**config.mk**
```make
export PLATFORM = sky130hd
export DESIGN_NAME = rv32_decoder
export DESIGN_NICKNAME = d
export VERILOG_FILES = /design/src/logic/rv_isa_pkg.sv /design/src/logic/decoder_pkg.sv /design/src/logic/imm_gen.sv /design/src/logic/hazard_unit.sv /design/src/logic/wait_timer.sv /design/src/logic/decode_fsm.sv /design/src/logic/issue_regs.sv /design/src/logic/rv32_decoder.sv
export SDC_FILE = /design/constraint.sdc
export NUM_CORES = 1
export LEC_CHECK = 0
export ABC_AREA = 1
export ABC_CLOCK_PERIOD_IN_PS = 4800
export BUFFER_PORTS_ARGS = -buffer_cell sky130_fd_sc_hd__buf_2
export CAP_MARGIN = 20
export CORE_MARGIN = 8
export CORE_UTILIZATION = 28
export DETAILED_ROUTE_END_ITERATION = 7
export SLEW_MARGIN = 5
export SYNTH_ARGS = -nofsm -noshare
export SYNTH_HDL_FRONTEND = slang
export SYNTH_SLANG_ARGS = --single-unit
```
**constraint.sdc**
```tcl
create_clock -name clk_i -period 4.8 [get_ports clk_i]
set_input_delay 0.48 -clock clk_i [delete_from_list [all_inputs] [get_ports clk_i]]
set_output_delay 0.48 -clock clk_i [all_outputs]
set_load 0.01 [all_outputs]
```
**src/logic/rv_isa_pkg.sv**
```systemverilog
// RV32I instruction encodings, format views and architectural widths
package rv_isa_pkg;

  localparam int unsigned XLEN       = 32;
  localparam int unsigned REG_ADDR_W = 5;

  // Major opcodes
  localparam logic [6:0] OPC_LOAD    = 7'b0000011;
  localparam logic [6:0] OPC_MISCMEM = 7'b0001111;
  localparam logic [6:0] OPC_OPIMM   = 7'b0010011;
  localparam logic [6:0] OPC_AUIPC   = 7'b0010111;
  localparam logic [6:0] OPC_STORE   = 7'b0100011;
  localparam logic [6:0] OPC_OP      = 7'b0110011;
  localparam logic [6:0] OPC_LUI     = 7'b0110111;
  localparam logic [6:0] OPC_JAL     = 7'b1101111;
  localparam logic [6:0] OPC_SYSTEM  = 7'b1110011;

  localparam logic [2:0] FUNCT3_SLL = 3'b001;
  localparam logic [2:0] FUNCT3_SRL = 3'b101; // Also SRA, told apart by bit 30

  ////////////////////
  // Format views of one instruction word
  typedef struct packed {
    logic [6:0]            funct7;
    logic [REG_ADDR_W-1:0] rs2;
    logic [REG_ADDR_W-1:0] rs1;
    logic [2:0]            funct3;
    logic [REG_ADDR_W-1:0] rd;
    logic [6:0]            opcode;
  } r_fmt_t;

  typedef struct packed {
    logic [11:0]           imm;
    logic [REG_ADDR_W-1:0] rs1;
    logic [2:0]            funct3;
    logic [REG_ADDR_W-1:0] rd;
    logic [6:0]            opcode;
  } i_fmt_t;

  typedef struct packed {
    logic [6:0]            imm_hi;
    logic [REG_ADDR_W-1:0] rs2;
    logic [REG_ADDR_W-1:0] rs1;
    logic [2:0]            funct3;
    logic [4:0]            imm_lo;
    logic [6:0]            opcode;
  } s_fmt_t;

  typedef struct packed {
    logic [19:0]           imm;   // Upper 20 bits of the result
    logic [REG_ADDR_W-1:0] rd;
    logic [6:0]            opcode;
  } u_fmt_t;

  typedef struct packed {
    logic                  imm20;
    logic [9:0]            imm10_1;
    logic                  imm11;
    logic [7:0]            imm19_12;
    logic [REG_ADDR_W-1:0] rd;
    logic [6:0]            opcode;
  } j_fmt_t;

  typedef union packed {
    r_fmt_t r_fmt;
    i_fmt_t i_fmt;
    s_fmt_t s_fmt;
    u_fmt_t u_fmt;
    j_fmt_t j_fmt;
  } instr_t;

endpackage

```
**src/logic/decoder_pkg.sv**
```systemverilog
// Decoder microarchitecture: control bundles, FSM states and sequence constants
package decoder_pkg;
  import rv_isa_pkg::*;

  localparam int unsigned ALU_SEL_W  = 4;
  localparam int unsigned LSU_CTRL_W = 4;  // Opcode bit 5 followed by funct3
  localparam int unsigned WAIT_CNT_W = 2;

  localparam logic [ALU_SEL_W-1:0]  ALU_ADD          = 4'b0000;
  localparam logic [WAIT_CNT_W-1:0] LOAD_WAIT_CYCLES = 2'd3;
  localparam logic [WAIT_CNT_W-1:0] JAL_WAIT_CYCLES  = 2'd2;
  localparam logic [XLEN-1:0]       JAL_LINK_OFFSET  = 32'd4;

  ////////////////////
  // Control bundles
  typedef struct packed {
    logic                  alu_write; // Write port belongs to the ALU
    logic [ALU_SEL_W-1:0]  sel;
    logic                  op_a;      // Operand A read from the register file
    logic                  op_b;
    logic                  use_pc;    // PC replaces operand A
    logic [REG_ADDR_W-1:0] dest;
    logic                  wb;
    logic                  is_imm;
    logic [XLEN-1:0]       imm;
  } alu_ctrl_t;

  typedef struct packed {
    logic [REG_ADDR_W-1:0] addr_a;
    logic [REG_ADDR_W-1:0] addr_b;
  } rf_req_t;

  typedef struct packed {
    logic                  valid;
    logic [LSU_CTRL_W-1:0] ctrl;
    logic [REG_ADDR_W-1:0] regdest;
  } lsu_ctrl_t;

  typedef struct packed {
    alu_ctrl_t alu;
    rf_req_t   rf;
    lsu_ctrl_t lsu;
    logic      illegal;
  } dec_ctrl_t;

  typedef enum logic [2:0] {
    IMM_I, IMM_SHAMT, IMM_S, IMM_U, IMM_J, IMM_LINK
  } imm_sel_e;

  typedef enum logic [2:0] {
    S_IDLE, S_STALLED, S_LOAD_ISSUE, S_LOAD_WAIT, S_STORE_ISSUE, S_JAL_WAIT
  } fsm_state_e;

endpackage

```
**src/logic/imm_gen.sv**
```systemverilog
// Immediate generator, extends the selected instruction immediate to XLEN bits
`timescale 1ns/1ps

module imm_gen
  import rv_isa_pkg::*;
  import decoder_pkg::*;
(
  input  instr_t          instr_i,
  input  imm_sel_e        imm_sel_i,
  output logic [XLEN-1:0] imm_o
);

  always_comb begin
    case (imm_sel_i)
      IMM_I: begin
        imm_o = {{20{instr_i.i_fmt.imm[11]}}, instr_i.i_fmt.imm};
      end
      IMM_SHAMT: begin
        imm_o = {{(XLEN-REG_ADDR_W){1'b0}}, instr_i.r_fmt.rs2}; // Shift amount, no sign
      end
      IMM_S: begin
        imm_o = {{20{instr_i.s_fmt.imm_hi[6]}}, instr_i.s_fmt.imm_hi, instr_i.s_fmt.imm_lo};
      end
      IMM_U: begin
        imm_o = {instr_i.u_fmt.imm, 12'b0};
      end
      IMM_J: begin
        // Scrambled 21 bit offset, bit 0 always zero
        imm_o = {{11{instr_i.j_fmt.imm20}}, instr_i.j_fmt.imm20, instr_i.j_fmt.imm19_12,
                 instr_i.j_fmt.imm11, instr_i.j_fmt.imm10_1, 1'b0};
      end
      IMM_LINK: begin
        imm_o = JAL_LINK_OFFSET;
      end
      default: begin
        imm_o = '0;
      end
    endcase
  end

endmodule

```
**src/logic/hazard_unit.sv**
```systemverilog
// Read-after-write detector against the destination of the last issued instruction
`timescale 1ns/1ps

module hazard_unit
  import rv_isa_pkg::*;
(
  input  logic   clk_i,
  input  logic   rstn_i,
  input  instr_t instr_i,
  input  logic   issue_i,      // First execute cycle of an accepted instruction
  output logic   raw_hazard_o
);

  logic [REG_ADDR_W-1:0] last_rd_q;
  logic                  writes_rd;
  logic                  reads_rs1;
  logic                  reads_rs2;

  // Which register fields the current opcode really uses
  always_comb begin
    writes_rd = 1'b0;
    reads_rs1 = 1'b0;
    reads_rs2 = 1'b0;
    case (instr_i.r_fmt.opcode)
      OPC_LOAD: begin
        writes_rd = 1'b1;
        reads_rs1 = 1'b1;
      end
      OPC_OPIMM: begin
        writes_rd = 1'b1;
        reads_rs1 = 1'b1;
      end
      OPC_OP: begin
        writes_rd = 1'b1;
        reads_rs1 = 1'b1;
        reads_rs2 = 1'b1;
      end
      OPC_STORE: begin
        reads_rs1 = 1'b1;
        reads_rs2 = 1'b1;
      end
      OPC_LUI, OPC_AUIPC, OPC_JAL: writes_rd = 1'b1;
      default: writes_rd = 1'b0;
    endcase
  end

  always_ff @(posedge clk_i) begin
    if (!rstn_i) begin
      last_rd_q <= '0;
    end else if (issue_i) begin
      last_rd_q <= writes_rd ? instr_i.r_fmt.rd : '0; // x0 never matches below
    end
  end

  assign raw_hazard_o = (reads_rs1 && (instr_i.r_fmt.rs1 != '0) && (instr_i.r_fmt.rs1 == last_rd_q)) ||
                        (reads_rs2 && (instr_i.r_fmt.rs2 != '0) && (instr_i.r_fmt.rs2 == last_rd_q));

endmodule

```
**src/logic/wait_timer.sv**
```systemverilog
// Loadable down-counter timing the load and jump wait phases
`timescale 1ns/1ps

module wait_timer
  import decoder_pkg::*;
(
  input  logic                  clk_i,
  input  logic                  rstn_i,
  input  logic                  load_i,
  input  logic [WAIT_CNT_W-1:0] count_i,
  output logic                  done_o
);

  logic [WAIT_CNT_W-1:0] cnt_q;

  always_ff @(posedge clk_i) begin
    if (!rstn_i) begin
      cnt_q <= '0;
    end else if (load_i) begin
      cnt_q <= count_i;
    end else if (cnt_q != '0) begin
      cnt_q <= cnt_q - WAIT_CNT_W'(1); // Holds at zero when idle
    end
  end

  assign done_o = (cnt_q == WAIT_CNT_W'(1)); // Last counted cycle

endmodule

```
**src/logic/decode_fsm.sv**
```systemverilog
// Instruction sequencing FSM with combinational control decode
`timescale 1ns/1ps

module decode_fsm
  import rv_isa_pkg::*;
  import decoder_pkg::*;
(
  input  logic                  clk_i,
  input  logic                  rstn_i,
  input  instr_t                instr_i,
  input  logic [XLEN-1:0]       pc_i,
  input  logic                  instr_valid_i,
  input  logic [XLEN-1:0]       imm_i,
  input  logic                  raw_hazard_i,
  input  logic                  timer_done_i,
  output imm_sel_e              imm_sel_o,
  output logic                  issue_o,
  output logic                  timer_load_o,
  output logic [WAIT_CNT_W-1:0] timer_count_o,
  output dec_ctrl_t             ctrl_o,
  output logic                  ready_o,      // Fetch may advance
  output logic                  jmp_o,
  output logic [XLEN-1:0]       jmp_addr_o
);

  fsm_state_e state_q;
  fsm_state_e state_d;
  logic [6:0] opcode;
  logic [2:0] funct3;
  logic       is_shift;

  assign opcode   = instr_i.r_fmt.opcode;
  assign funct3   = instr_i.r_fmt.funct3;
  assign is_shift = (funct3 == FUNCT3_SLL) || (funct3 == FUNCT3_SRL);

  always_ff @(posedge clk_i) begin
    if (!rstn_i) begin
      state_q <= S_IDLE;
    end else begin
      state_q <= state_d;
    end
  end

  ////////////////////
  // Next state and control
  always_comb begin
    state_d       = S_IDLE;
    ctrl_o        = '0;
    imm_sel_o     = IMM_I;
    issue_o       = 1'b0;
    timer_load_o  = 1'b0;
    timer_count_o = '0;
    ready_o       = 1'b0;
    jmp_o         = 1'b0;
    jmp_addr_o    = '0;

    if (!instr_valid_i) begin
      ready_o = 1'b1;              // Nothing to hold, back to idle
    end else if ((state_q == S_IDLE) && raw_hazard_i) begin
      state_d = S_STALLED;         // One bubble, writeback stays off
    end else begin
      case (state_q)
        S_IDLE, S_STALLED: begin
          issue_o = 1'b1;
          ready_o = 1'b1;
          case (opcode)
            OPC_OP: begin
              ctrl_o.alu.alu_write = 1'b1;
              ctrl_o.alu.sel       = {instr_i.r_fmt.funct7[5], funct3};
              ctrl_o.alu.op_a      = 1'b1;
              ctrl_o.alu.op_b      = 1'b1;
              ctrl_o.alu.dest      = instr_i.r_fmt.rd;
              ctrl_o.alu.wb        = 1'b1;
              ctrl_o.rf.addr_a     = instr_i.r_fmt.rs1;
              ctrl_o.rf.addr_b     = instr_i.r_fmt.rs2;
            end
            OPC_OPIMM: begin
              imm_sel_o            = is_shift ? IMM_SHAMT : IMM_I;
              ctrl_o.alu.alu_write = 1'b1;
              ctrl_o.alu.sel       = {is_shift & instr_i.r_fmt.funct7[5], funct3};
              ctrl_o.alu.op_a      = 1'b1;
              ctrl_o.alu.dest      = instr_i.r_fmt.rd;
              ctrl_o.alu.wb        = 1'b1;
              ctrl_o.alu.imm       = imm_i;
              ctrl_o.rf.addr_a     = instr_i.r_fmt.rs1;
            end
            OPC_LUI, OPC_AUIPC: begin
              imm_sel_o            = IMM_U;
              ctrl_o.alu.alu_write = 1'b1;
              ctrl_o.alu.sel       = ALU_ADD;
              ctrl_o.alu.op_a      = 1'b1;    // x0 for LUI, PC for AUIPC
              ctrl_o.alu.use_pc    = (opcode == OPC_AUIPC);
              ctrl_o.alu.dest      = instr_i.r_fmt.rd;
              ctrl_o.alu.wb        = 1'b1;
              ctrl_o.alu.imm       = imm_i;
            end
            OPC_JAL: begin
              imm_sel_o            = IMM_J;
              jmp_o                = 1'b1;
              jmp_addr_o           = pc_i + imm_i;
              ctrl_o.alu.alu_write = 1'b1;
              ctrl_o.alu.sel       = ALU_ADD;
              ctrl_o.alu.use_pc    = 1'b1;    // Link is PC + 4
              ctrl_o.alu.dest      = instr_i.r_fmt.rd;
              ctrl_o.alu.wb        = 1'b1;
              ctrl_o.alu.imm       = JAL_LINK_OFFSET;
              timer_load_o         = 1'b1;
              timer_count_o        = JAL_WAIT_CYCLES;
              ready_o              = 1'b0;
              state_d              = S_JAL_WAIT;
            end
            OPC_LOAD, OPC_STORE: begin
              // Address calculation cycle
              imm_sel_o        = (opcode == OPC_LOAD) ? IMM_I : IMM_S;
              ctrl_o.alu.sel   = ALU_ADD;
              ctrl_o.alu.op_a  = 1'b1;
              ctrl_o.alu.imm   = imm_i;
              ctrl_o.rf.addr_a = instr_i.r_fmt.rs1;
              ctrl_o.rf.addr_b = (opcode == OPC_STORE) ? instr_i.r_fmt.rs2 : '0;
              ready_o          = 1'b0;
              state_d          = (opcode == OPC_LOAD) ? S_LOAD_ISSUE : S_STORE_ISSUE;
            end
            OPC_MISCMEM, OPC_SYSTEM: ready_o = 1'b1; // Treated as no-ops
            default: ctrl_o.illegal = 1'b1;
          endcase
        end
        S_LOAD_ISSUE: begin
          ctrl_o.alu.sel     = ALU_ADD;
          ctrl_o.rf.addr_a   = instr_i.r_fmt.rs1;
          ctrl_o.lsu.valid   = 1'b1;
          ctrl_o.lsu.ctrl    = {opcode[5], funct3};
          ctrl_o.lsu.regdest = instr_i.r_fmt.rd;
          timer_load_o       = 1'b1;
          timer_count_o      = LOAD_WAIT_CYCLES;
          state_d            = S_LOAD_WAIT;
        end
        S_LOAD_WAIT: begin
          ctrl_o.alu.sel   = ALU_ADD;
          ctrl_o.rf.addr_a = instr_i.r_fmt.rs1;
          ready_o          = timer_done_i;
          state_d          = timer_done_i ? S_IDLE : S_LOAD_WAIT;
        end
        S_STORE_ISSUE: begin
          ctrl_o.alu.sel   = ALU_ADD;
          ctrl_o.alu.op_b  = 1'b1;            // Store data from rs2
          ctrl_o.rf.addr_a = instr_i.r_fmt.rs1;
          ctrl_o.rf.addr_b = instr_i.r_fmt.rs2;
          ctrl_o.lsu.valid = 1'b1;
          ctrl_o.lsu.ctrl  = {opcode[5], funct3};
          ready_o          = 1'b1;
        end
        S_JAL_WAIT: begin
          // Link offset stays on the immediate, writeback already done
          imm_sel_o            = IMM_LINK;
          ctrl_o.alu.alu_write = 1'b1;
          ctrl_o.alu.sel       = ALU_ADD;
          ctrl_o.alu.dest      = instr_i.r_fmt.rd;
          ctrl_o.alu.imm       = imm_i;
          ready_o              = timer_done_i;
          state_d              = timer_done_i ? S_IDLE : S_JAL_WAIT;
        end
        default: ready_o = 1'b1;
      endcase
    end

    ctrl_o.alu.is_imm = ~(ctrl_o.alu.op_a & ctrl_o.alu.op_b);
  end

endmodule

```
**src/logic/issue_regs.sv**
```systemverilog
// Output registers for the decoded control, held while no valid instruction is present
`timescale 1ns/1ps

module issue_regs
  import decoder_pkg::*;
(
  input  logic      clk_i,
  input  logic      rstn_i,
  input  logic      instr_valid_i,
  input  dec_ctrl_t ctrl_i,
  output alu_ctrl_t alu_ctrl_o,
  output rf_req_t   rf_req_o,
  output lsu_ctrl_t lsu_ctrl_o,
  output logic      illegal_o
);

  always_ff @(posedge clk_i) begin
    if (!rstn_i) begin
      alu_ctrl_o           <= '0;
      alu_ctrl_o.alu_write <= 1'b1; // ALU owns the write port by default
      rf_req_o             <= '0;
      lsu_ctrl_o           <= '0;
      illegal_o            <= 1'b0;
    end else if (instr_valid_i) begin
      alu_ctrl_o <= ctrl_i.alu;
      rf_req_o   <= ctrl_i.rf;
      lsu_ctrl_o <= ctrl_i.lsu;
      illegal_o  <= ctrl_i.illegal;
    end else begin
      // Hold everything, but PC must not leak into the next operand
      alu_ctrl_o.use_pc <= 1'b0;
    end
  end

endmodule

```
**src/logic/rv32_decoder.sv**
```systemverilog
// RV32I decoder top, sequences multi-cycle instructions and registers the control
`timescale 1ns/1ps

module rv32_decoder
  import rv_isa_pkg::*;
  import decoder_pkg::*;
(
  input  logic            clk_i,
  input  logic            rstn_i,
  input  instr_t          instr_i,
  input  logic [XLEN-1:0] pc_i,
  input  logic            instr_valid_i,
  output logic            ready_o,
  output logic            jmp_o,
  output logic [XLEN-1:0] jmp_addr_o,
  output alu_ctrl_t       alu_ctrl_o,
  output rf_req_t         rf_req_o,
  output lsu_ctrl_t       lsu_ctrl_o,
  output logic            illegal_o
);

  imm_sel_e              imm_sel;
  logic [XLEN-1:0]       imm;
  logic                  issue;
  logic                  raw_hazard;
  logic                  timer_load;
  logic [WAIT_CNT_W-1:0] timer_count;
  logic                  timer_done;
  dec_ctrl_t             ctrl;

  imm_gen i_imm_gen (
    .instr_i   (instr_i),
    .imm_sel_i (imm_sel),
    .imm_o     (imm)
  );

  hazard_unit i_hazard_unit (
    .clk_i        (clk_i),
    .rstn_i       (rstn_i),
    .instr_i      (instr_i),
    .issue_i      (issue),
    .raw_hazard_o (raw_hazard)
  );

  wait_timer i_wait_timer (
    .clk_i   (clk_i),
    .rstn_i  (rstn_i),
    .load_i  (timer_load),
    .count_i (timer_count),
    .done_o  (timer_done)
  );

  decode_fsm i_decode_fsm (
    .clk_i         (clk_i),
    .rstn_i        (rstn_i),
    .instr_i       (instr_i),
    .pc_i          (pc_i),
    .instr_valid_i (instr_valid_i),
    .imm_i         (imm),
    .raw_hazard_i  (raw_hazard),
    .timer_done_i  (timer_done),
    .imm_sel_o     (imm_sel),
    .issue_o       (issue),
    .timer_load_o  (timer_load),
    .timer_count_o (timer_count),
    .ctrl_o        (ctrl),
    .ready_o       (ready_o),
    .jmp_o         (jmp_o),
    .jmp_addr_o    (jmp_addr_o)
  );

  issue_regs i_issue_regs (
    .clk_i         (clk_i),
    .rstn_i        (rstn_i),
    .instr_valid_i (instr_valid_i),
    .ctrl_i        (ctrl),
    .alu_ctrl_o    (alu_ctrl_o),
    .rf_req_o      (rf_req_o),
    .lsu_ctrl_o    (lsu_ctrl_o),
    .illegal_o     (illegal_o)
  );

endmodule

```
==> Word-level counts from Yosys, hierarchy flattened <==
Cells that the tools add are included.
{ "op_classes": {"add_sub_neg": 2, "n_eq_ne": 24, "n_mux": 68, "bitwise_logic": 6, "n_reduce_logical": 30} }
{ "op_table": {"columns": ["operator", "count"], "rows": [
  ["$pmux W32 S6", 1],
  ["$mux W32", 4],
  ["$pmux W32 S2", 2],
  ["$mux W53", 1],
  ["$pmux W5 S2", 4],
  ["$add A32 B32 Y32", 1],
  ["$mux W14", 2],
  ["$mux W1", 25],
  ["$mux W5", 5],
  ["$pmux W3 S4", 2],
  ["$eq A7 B6 Y1 const B", 3],
  ["$eq A3 B3 Y1 const B", 5],
  ["$eq A7 B5 Y1 const B", 2],
  ["$eq A7 B7 Y1 const B", 2],
  ["$mux W2", 7],
  ["$eq A3 B2 Y1 const B", 4],
  ["$mux W3", 4],
  ["$pmux W3 S2", 2],
  ["$reduce_or A2 Y1", 6],
  ["$reduce_or A6 Y1", 2],
  ["$eq A5 B5 Y1", 2],
  ["$reduce_bool A5 Y1", 2],
  ["$reduce_or A5 Y1", 2],
  ["$eq A3 B1 Y1 const B", 3],
  ["20 further kinds", 37]
]} }
{ "totals": {"regBits": 78, "inputBits": 67, "output_inout_bits": 102, "wordCells": 149} }

==> Longest topological paths before layout <==
Gate-level depths: netlist of the first run.
{ "logic_depth": {"depth_word": 16, "mapped_depth": 29, "depth_no_buf": 29} }

==> Hierarchy <==
From an unflattened synthesis of the first run, not the netlist that was laid out.
{ "hier_totals": {"cells_unflattened": 1408, "hier_area_um2": 7469.7} }
{ "by_module_without_submodules": {"columns": ["module", "n_inst", "cells_per_inst", "area_each_um2", "seq_area_each_um2"], "rows": [
  ["decode_fsm", 1, 769, 3554.7, 60.1],
  ["issue_regs", 1, 426, 2785.2, 1361.3],
  ["imm_gen", 1, 112, 555.5, 0.0],
  ["hazard_unit", 1, 80, 440.4, 100.1],
  ["wait_timer", 1, 21, 133.9, 40.0]
]} }

==> Least setup slack after synthesis of the first run <==
No wires, ideal clock.
{ "synth_path": {"path_type": "input port to output port", "start": "input instr_i[1] in the netlist's numbering", "end": "output jmp_addr_o[28]", "arrival_time_ns": 3.487, "required_time_ns": 4.320, "setup_slack_ns": 0.833, "path_stages": 26, "path_buffers": 1, "path_cell_list": "nand2_1 -> inv_1 -> nand2_4 -> nor2_4 -> nand2_2 -> nor2_1 -> nand2_1 -> nand2_2 -> nand2_4 -> nand3_4 -> buf_12 -> nand3_1 -> nand2_1 -> ha_1 -> inv_1 -> fa_1 -> inv_1 -> nand3_1 -> nand2_1 -> a21oi_1 -> o21ai_0 -> a21o_1 -> nand2_1 -> nand2_1 -> nor2_1 -> nor3_1"} }
{ "synth_via": {"elab_chain_len": 16, "word_cells_on_any_way": 36, "cone_classes": "add/sub: 1; eq/ne: 12; mux: 12; reduce/logical: 11"} }
{ "synth_lines": {"columns": ["element", "line_no", "text"], "rows": [
  ["start, declared", "rv32_decoder.sv:10", "input instr_t instr_i,"],
  ["$eq A7 B6 Y1, or another cell as far along", "hazard_unit.sv:24", "case (instr_i.r_fmt.opcode)"],
  ["$reduce_or A4 Y1 (no line) or $reduce_or A2 Y1 (tied branches)", null, null],
  ["$mux W1", "hazard_unit.sv:24", null],
  ["$logic_and A1 B1 Y1 (on tied branches) (2 in series)", "hazard_unit.sv:55, hazard_unit.sv:56", null],
  ["$logic_or A1 B1 Y1", "hazard_unit.sv:55", "assign raw_hazard_o = (reads_rs1 && (instr_i.r_fmt.rs1 != '0) && (instr_i.r_fmt.rs1 == last_rd_q)) ||"],
  ["$logic_and A1 B1 Y1", "decode_fsm.sv:59", "end else if ((state_q == S_IDLE) && raw_hazard_i) begin"],
  ["$mux W3", "decode_fsm.sv:59", null],
  ["$mux W3", "decode_fsm.sv:57", "if (!instr_valid_i) begin"],
  ["$eq A3 B3 Y1, or another cell as far along", "imm_gen.sv:14", "case (imm_sel_i)"],
  ["$pmux W32 S6", "imm_gen.sv:14", null],
  ["$add A32 B32 Y32", "decode_fsm.sv:100", "jmp_addr_o = pc_i + imm_i;"],
  ["$mux W32", "decode_fsm.sv:66", "case (opcode)"],
  ["$mux W32", "decode_fsm.sv:62", "case (state_q)"],
  ["$mux W32 *", "decode_fsm.sv:59", null],
  ["$mux W32 *", "decode_fsm.sv:57", null],
  ["end, declared", "rv32_decoder.sv:15", "output logic [XLEN-1:0] jmp_addr_o,"]
]} }
Mark *: on every way between the ends. The rest lies on a longest branch, timed or not.

==> Final worst setup path of the first run <==
{ "layout_path": {"start": "register i_decode_fsm.state_q[0]", "end": "output jmp_addr_o[25]"} }
{ "layout_via": {"elab_chain_len": 12, "word_cells_on_any_way": 20, "cone_classes": "add/sub: 1; eq/ne: 7; mux: 8; reduce/logical: 4"} }
{ "layout_lines": {"columns": ["element", "line_no", "text"], "rows": [
  ["start, declared", "decode_fsm.sv:26", "fsm_state_e state_q;"],
  ["start signal, assigned", "decode_fsm.sv:40", "state_q <= state_d;"],
  ["$eq A3 B1 Y1 or $logic_not A3 Y1 (tied branches)", "decode_fsm.sv:62, decode_fsm.sv:59", null],
  ["$reduce_or A2 Y1", "decode_fsm.sv:62", null],
  ["$pmux W3 S2", "decode_fsm.sv:62", null],
  ["$mux W3", "decode_fsm.sv:59", null],
  ["$mux W3", "decode_fsm.sv:57", null],
  ["$eq A3 B3 Y1, or another cell as far along", "imm_gen.sv:14", null],
  ["$pmux W32 S6", "imm_gen.sv:14", null],
  ["$add A32 B32 Y32", "decode_fsm.sv:100", null],
  ["$mux W32", "decode_fsm.sv:66", null],
  ["$mux W32", "decode_fsm.sv:62", null],
  ["$mux W32 *", "decode_fsm.sv:59", null],
  ["$mux W32 *", "decode_fsm.sv:57", null]
]} }
Marked as above.

==> results of run 1 <==
## layout make-up
class / count / area [um^2] / area share (%)
multi-input combinational: 679 / 3600 / 51.1
inverter: 94 / 355 / 5.04
timing repair buffer: 174 / 886 / 12.6
clock inverter: 7 / 78.8 / 1.12
tap: 270 / 338 / 4.79
sequential: 78 / 1560 / 22.2
clock buffer: 9 / 225 / 3.20
## placed cells by master, fill, tap and decap left out, types with 3 or more instances in the layout
cell / Yosys / final
nand2_1: 266 / 266
buf_2: 4 / 168
inv_1: 87 / 87
dfxtp_1: 78 / 78
nor2_1: 78 / 76
a21oi_1: 64 / 64
o21ai_0: 62 / 61
nand3_1: 38 / 38
ha_1: 35 / 35
nand4_1: 14 / 14
o21ai_1: 14 / 13
nor3_1: 11 / 11
nand2_2: 9 / 9
xnor2_1: 9 / 9
o21a_1: 9 / 9
clkbuf_16: 0 / 9
o21ai_2: 6 / 8
a21o_1: 7 / 7
a31oi_1: 7 / 7
o31ai_1: 6 / 6
buf_4: 3 / 6
nor2_2: 4 / 5
inv_2: 5 / 5
xor2_1: 4 / 4
o41ai_1: 4 / 4
nand2_4: 3 / 3
nor2_4: 2 / 3
nand3_4: 3 / 3
clkinvlp_4: 0 / 3
inv_6: 0 / 3
## metrics by stage
| step | cells | hold slack (ns) |
|---|---|---|
| 2_1_floorplan | 873 | 0.470 |
| 3_3_place_gp | 1295 | 0.433 |
| 3_5_place_dp | 1295 | 0.436 |
| 4_1_cts | 1311 | 0.424 |
| 5_1_grt | 1311 | 0.431 |
| 6_report | 1311 | 0.429 |
## synth_stat cells, types with 5 or more instances
| cell type | instances |
|---|---|
| a21o_1 | 7 |
| a21oi_1 | 64 |
| a31oi_1 | 7 |
| clkbuf_1 | 6 |
| dfxtp_1 | 78 |
| ha_1 | 35 |
| inv_1 | 87 |
| inv_2 | 5 |
| nand2_1 | 266 |
| nand2_2 | 9 |
| nand3_1 | 38 |
| nand4_1 | 14 |
| nor2_1 | 78 |
| nor3_1 | 11 |
| o21a_1 | 9 |
| o21ai_0 | 62 |
| o21ai_1 | 14 |
| o21ai_2 | 6 |
| o31ai_1 | 6 |
| xnor2_1 | 9 |
## registers in the layout (all words and copies together), names as in the netlist
register                 flops
i_hazard_unit.last_rd_q      5
i_issue_regs.rf_req_o       10
i_issue_regs.illegal_o       1
i_decode_fsm.state_q         3
i_wait_timer.cnt_q           2
i_issue_regs.lsu_ctrl_o     10
i_issue_regs.alu_ctrl_o     47
## per-layer routing
metal	part of all wire [%]	routed length, um	GRT usage [%]
met1	43	9780	21.8
met2	47	10600	30.4
met3	8.2	1860	4.31
met4	1.7	380	4.67
met5	0.20	46	0
## critical path, delay by kind of cell (launching register included)
family | cells | cell delay (ns)
buf+inv | 3 | 0.42
fa+ha+maj | 1 | 0.47
simple gates | 11 | 1.79
compound gates | 3 | 0.50
flops | 1 | 0.46
## power by group through the flow
stage	Clock, mW	Sequential, mW	Combinational, mW
CTS	0.738	0.664	0.414
detailed placement	0	0.679	0.412
floorplan	0	0.681	0.273
global placement	0	0.679	0.414
global route	0.764	0.665	0.465
finish	0.725	0.665	0.419
## kinds of logic after synthesis
logic type	after synthesis	synth area share, %
flops	78	27.6
buf+inv	116	9.03
fa+ha+maj	36	8.10
xor+xnor	13	2.01
simple gates	436	33.3
compound gates	194	20.0
## path summary, 6_finish.rpt
path / startpoint / slack [ns] / cells after the start / endpoint
worst max-delay path: i_decode_fsm.state_q[0] / 0.33 / 18 / jmp_addr_o[25]
worst min-delay path: instr_i[11] / 0.43 / 3 / i_hazard_unit.last_rd_q[4]
worst max register to register: i_decode_fsm.state_q[0] / 2.66 / 9 / i_issue_regs.alu_ctrl_o[30]
worst min register to register: i_issue_regs.alu_ctrl_o[13] / 0.45 / 2 / i_issue_regs.alu_ctrl_o[13]
==> summary.txt, run 1 <==
Timing
  • Clock Skews: 0.00893 ns
  • Rel. slew slack: 49.3%
  • Setup TNS: 0 ns
  • Clock period minus worst slack: 4.47 ns
  • Slew at the pin with the worst max-slew slack: 0.753 ns
  • RSZ-0062 raised after global routing: no
  • Fmax: 0.224 GHz
  • Finish-stage setup viols: 0
  • Final Max Slew Viols: 0
  • Final Hold Vio Count: 0
  • Final setup margin: 0.329 ns
  • Fin crit share: 93.1%

Clock network
  • Root buf cell: clkbuf_16
  • Clock tree buffer depth: 2
  • Postcts setup bufs: 0
  • H-tree Lvls: 3
  • CTS tree: done
  • CTS resizes: 0
  • Clock latency at the later pin of the worst-skew pair: 0.36 ns
  • Hold buffers post-CTS: 0
  • Reg clk slew, reported paths: 0.07 ns
  • Clock sinks: 78
  • CTS buffer count: 9

Logic synthesis
  • Gate Count Post-Synth: 873
  • Synth Cell Area: 5660 um^2
  • Seq/Total Area, Yosys: 27.6%
  • Yosys top cell area share: 27.6%
  • FFs w/ async S/R, synth: 0%
  • Ys flop type: dfxtp_1
  • Synth warnings: 0
  • #FFs+latches synth: 78
  • Yosys cell types: 51
  • Dominant cells by area after synthesis: dfxtp_1 28%, nand2_1 18%, ha_1 7.7%
  • Syn nets: 976
  • EDFF count, synth: 0
  • Cell taking the most area after synthesis: dfxtp_1
  • Mean Syn Cell Area: 6.48 um^2

Placed design
  • Final GP Congestion: 0.963
  • Setup WS pre-CTS: 0.273 ns
  • Number of I/O port buffers: 168
  • Post-DP Area: 6730 um^2
  • DPL Wire Length: 18.8 mm

Route
  • Antenna Nets Post-Route: 0
  • First-pass iteration count of the detailed router: 5
  • DRC Markers: 0
  • Detailed Route Iter0 Violations: 468
  • Via count: 6427
  • Wire per inst: 17.3 um
  • Vias per Instance: 4.90
  • Drt total wl: 22.7 mm

Finish
  • # nets final: 1139
  • Final cell utilization of the core: 35.2%
  • Diode count: 0
  • Area delta synth->final: 24.6%
  • Layout cells sized above 1: 22.4%
  • Post-route cell area: 7050 um^2
  • FILL cells: 2308

Floorplanning
  • Die width: 158 um
  • Starting density of the core: 28.2%
  • Core Area: 20000 um^2
  • # IOs: 169
  • FP Rows: 52
  • Height of the die: 158 um
  • Die area: 25000 um^2

Job
  • Max_cap viols: 0

Global route
  • First-pass GRT wire length: 34.0 mm
  • Vias in the first global route: 6229
  • Grt total ovfl: 0
  • Largest net degree at the start of global routing: 36
  • Initial antenna violation count: 4
  • Global Route Usage Sum: 17.8%

Run status
  • Status: finished clean

Setup path
  • WP data arrival: 3.99 ns
  • Worst path max stage delay: 0.47 ns
  • WP data required: 4.32 ns
  • Top cell by count, worst path: nand2_1
  • Worst path slowest cell: ha_1
  • Setup crit start kind: flop
  • Cells along the critical path: nand2_1 -> nor2_2 -> inv_1 -> nand2_2 -> nand3_4 -> nand2_1 -> o21ai_0 -> ha_1 -> nand2_1 -> nor2_1 -> inv_1 -> nor2_1 -> and3_1 -> nand2_1 -> nand3_1 -> o21ai_0 -> a21oi_1 -> buf_2
  • Setup crit end kind: output port
  • Worst Path Max Fanout: 14
  • Critical path class: reg -> out

Worst hold path
  • HP Class: in -> reg

Power and ir drop
  • Total Power: 1.81 mW
  • Switch share: 33.1%
  • Register share of total power: 36.7%
  • Static Leak: 3.58 nW
  • Sw power: 599 uW
  • Clock power frac: 40.1%
  • Gate power share: 23.2%
  • PD cells: 257 nW/um^2
  • Int Pwr: 1.21 mW
  • Maximum vdd drop: 0.157 mV
No activity file was read; power rests on OpenSTA's default activity.
==> inputs of run 2 (changes only) <==
--- a/config.mk
+++ b/config.mk
@@ -6,7 +6,7 @@
 export NUM_CORES = 1
 export LEC_CHECK = 0
 export ABC_AREA = 1
-export ABC_CLOCK_PERIOD_IN_PS = 4800
+export ABC_CLOCK_PERIOD_IN_PS = 3700
 export BUFFER_PORTS_ARGS = -buffer_cell sky130_fd_sc_hd__buf_2
 export CAP_MARGIN = 20
 export CORE_MARGIN = 8
==> constraint.sdc (replaced) <==
create_clock -name clk_i -period 3.7 [get_ports clk_i]
set_input_delay 0.37 -clock clk_i [delete_from_list [all_inputs] [get_ports clk_i]]
set_output_delay 0.37 -clock clk_i [all_outputs]
set_load 0.01 [all_outputs]
==> run 2 against run 1 <==
  * Clock power up 43%
  * Die area unchanged
  * Highest routed layer unchanged
  * The run now ends with setup timing left
  * Setup slack got worse by 0.41 ns
  * Largest cell class unchanged
==> summary.txt, run 2 (synthesis results as in run 1) <==
Timing
  • Slew at the pin with the worst max-slew slack: 0.696 ns (-0.0575 ns)
  • RSZ-0062 raised after global routing: yes
  • Final Hold Vio Count: 0 (unchanged)
  • Final setup margin: -0.0802 ns (-0.409 ns)
  • Finish-stage setup viols: 11 (+11)
  • Fin crit share: 102%
  • Final Max Slew Viols: 0 (unchanged)
  • Rel. slew slack: 53.6% (+4.4 points)
  • Clock Skews: 0.0136 ns (+0.00467 ns)
  • Setup TNS: -0.436 ns (-0.436 ns)
  • Clock period minus worst slack: 3.78 ns
  • Fmax: 0.265 GHz

Setup path
  • Setup crit start kind: flop
  • Top cell by count, worst path: nand2_1
  • Worst path max stage delay: 0.36 ns (-0.11 ns)
  • WP data required: 3.33 ns (-0.99 ns)
  • Bufs and invs on worst path: 6 (+3)
  • R2R cell count: 16 (+7)
  • Setup crit end kind: output port
  • R2R Setup Slk: 1.49 ns (-1.17 ns)
  • Critical path class: reg -> out
  • Critical path launch point: i_hazard_unit.last_rd_q[4]
  • Worst r2r src: i_hazard_unit.last_rd_q[4]
  • Worst Path Max Fanout: 7 (-7)
  • Stages on worst setup path: 25 (+7)
  • Top delay family on crit path: compound AO/OA/AOI/OAI gates
  • Reg-to-Reg End: i_wait_timer.cnt_q[0]
  • Crit path capture: jmp_addr_o[17]
  • Worst path slowest cell: dfxtp_4
  • WP data arrival: 3.41 ns (-0.58 ns)

Clock network
  • Reg clk slew, reported paths: 0.06 ns (about the same)
  • CTS buffer count: 9 (unchanged)
  • Clock sinks: 78 (unchanged)
  • H-tree Lvls: 3 (unchanged)
  • CTS tree: done
  • Root buf cell: clkbuf_16
  • Clock latency at the later pin of the worst-skew pair: 0.35 ns (about the same)
  • Clock tree buffer depth: 2 (unchanged)

Finish
  • Footprint of the multi-input gates: 4540 um^2 (+26%)
  • Commonest non-fill, non-tap cells in the layout: 231 x nand2_1, 196 x buf_4, 168 x buf_2
  • Biggest register: i_issue_regs.alu_ctrl_o
  • Biggest regs: i_issue_regs.alu_ctrl_o: 47 flops, i_issue_regs.lsu_ctrl_o: 10 flops, i_issue_regs.rf_req_o: 10 flops
  • Register area: 1570 um^2 (+0.64%)
  • Number of flip-flops in the largest register: 47 (unchanged)
  • Layout cells sized above 1: 48.1% (+26 points)
  • # nets final: 1337 (+17%)
  • Diode count: 0 (unchanged)
  • Area delta synth->final: 69.0%
  • Commonest non-fill, non-tap cell in the layout: nand2_1
  • Final cell utilization of the core: 47.7% (+13 points)
  • FILL cells: 2064 (-11%)

Floorplanning
  • FP Rows: 52 (unchanged)
  • Height of the die: 158 um (unchanged)
  • Die area: 25000 um^2 (unchanged)
  • Core Area: 20000 um^2 (unchanged)
  • Die width: 158 um (unchanged)
  • Starting density of the core: 28.2% (unchanged)
  • # IOs: 169 (unchanged)

Global route
  • Global Route Usage Sum: 19.0% (+1.2 points)
  • Initial antenna violation count: 4 (unchanged)
  • Grt total ovfl: 0 (unchanged)
  • Largest net degree at the start of global routing: 66 (+83%)
  • Vias in the first global route: 7038 (+13%)
  • First-pass GRT wire length: 36.7 mm (+8.1%)

Power and ir drop
  • Register share of total power: 30.1% (-6.6 points)
  • Sw power: 883 uW (+47%)
  • Maximum vdd drop: 0.198 mV (+26%)
  • Switch share: 30.9% (-2.3 points)
  • PD cells: 300 nW/um^2 (+17%)
  • Gate power share: 33.6% (+10 points)
  • Total Power: 2.86 mW (+58%)
  • Static Leak: 4.63 nW (+30%)
  • Clock power frac: 36.3% (-3.8 points)
  • Int Pwr: 1.98 mW (+64%)

Run status
  • Violated checks: setup timing
  • Status: complete, but fails checks

Route
  • Vias per Instance: 4.80 (-2.1%)
  • First-pass iteration count of the detailed router: 5 (unchanged)
  • Drt total wl: 24.9 mm (+9.5%)
  • Via count: 7239 (+13%)
  • Detailed Route Iter0 Violations: 499 (+6.6%)
  • Antenna Nets Post-Route: 0 (unchanged)
  • DRC Markers: 0 (unchanged)
  • Wire per inst: 16.5 um (-4.8%)

Placed design
  • DPL Wire Length: 19.5 mm (+3.8%)
  • Number of I/O port buffers: 168 (unchanged)
  • Final GP Congestion: 0.924 (-4.0%)

Worst hold path
  • HP Class: in -> reg

Job
  • Max_cap viols: 0 (unchanged)
-- run 2: changes by cell type in the layout (fill, tap and decap cells not counted), moves of 14 or more --
| cell | before | now |
|---|---|---|
| a21oi_1 | 64 | 34 |
| a21oi_2 | 1 | 24 |
| buf_4 | 6 | 196 |
| ha_1 | 35 | 8 |
| ha_4 | 0 | 27 |
| nand2_1 | 266 | 231 |
| nand2_2 | 9 | 39 |
| nor2_1 | 76 | 53 |
| nor2_2 | 5 | 19 |
-- run 2: worst min-delay path by stage --
stage,from,to,slack (ns),depth (start not counted)
CTS,instr_i[11],i_hazard_unit.last_rd_q[4],0.32,3
global placement,i_issue_regs.alu_ctrl_o[45],i_issue_regs.alu_ctrl_o[45],0.44,2
detailed placement,i_issue_regs.alu_ctrl_o[24],i_issue_regs.alu_ctrl_o[24],0.43,2
floorplan,i_hazard_unit.last_rd_q[0],i_hazard_unit.last_rd_q[0],0.47,2
global route,instr_i[7],i_hazard_unit.last_rd_q[0],0.36,3
finish,instr_i[11],i_hazard_unit.last_rd_q[4],0.33,3
-- run 2: metal layers --
| layer | routed length (um) | global-route usage (%) | vias to the layer above |
|---|---|---|---|
| li1 | - | - | 3621 |
| met3 | 1920 | 3.77 | 39 |
| met5 | 44 | 0 | - |
| met4 | 563 | 6.02 | 8 |
| met1 | 10300 | 22.9 | 3331 |
| met2 | 12100 | 33.2 | 240 |
-- run 2: cell type report --
class / count / share of cell area, %
repair buffers: 372 / 25.2
clock inverters: 5 / 1.11
clock buffers: 11 / 2.44
flip-flops and latches: 78 / 16.4
multi-input cells: 679 / 47.5
inverters: 94 / 3.72
well taps: 270 / 3.53
-- run 2: timing repair --
item,4_1_cts,5_1_grt
setup endpoints to repair,24,27
hold buffers,0,0
resized for setup,110,114
gates cloned,0,0
buffers inserted,19,15
pin swaps,30,54
-- run 2: power groups by stage --
stage          clock [mW]  combinational [mW]  sequential [mW]
6_report             1.04               0.960            0.862
5_1_grt              1.09                1.04            0.863
4_1_cts              1.06               0.838            0.863
3_5_place_dp            0               0.729            0.882
3_3_place_gp            0               0.725            0.881
2_1_floorplan           0               0.354            0.883
-- run 2: per-stage QoR --
step	area, um^2	setup slack [ns]	std cells	hold WS, ns
2_1_floorplan	5660	0.0599	873	0.470
5_1_grt	9560	-0.304	1509	0.360
3_5_place_dp	7980	-0.218	1459	0.434
6_report	9560	-0.0802	1509	0.331
3_3_place_gp	7980	-0.164	1459	0.436
4_1_cts	8940	-0.0940	1494	0.320
-- run 2: worst reg2reg max path, cell delays in order, from the launching register on --
cell     delay, ns
dfxtp_4       0.36
inv_2         0.04
nand2_1       0.04
nand2_1       0.05
nor2_1        0.11
nand2_1       0.08
nor2_1        0.08
nand2_1       0.06
nand2_2       0.07
nand2_4       0.08
buf_4         0.17
nand3_2       0.09
nor2_4        0.04
buf_4         0.20
inv_2         0.43
nand2_1       0.10
a21oi_1       0.14
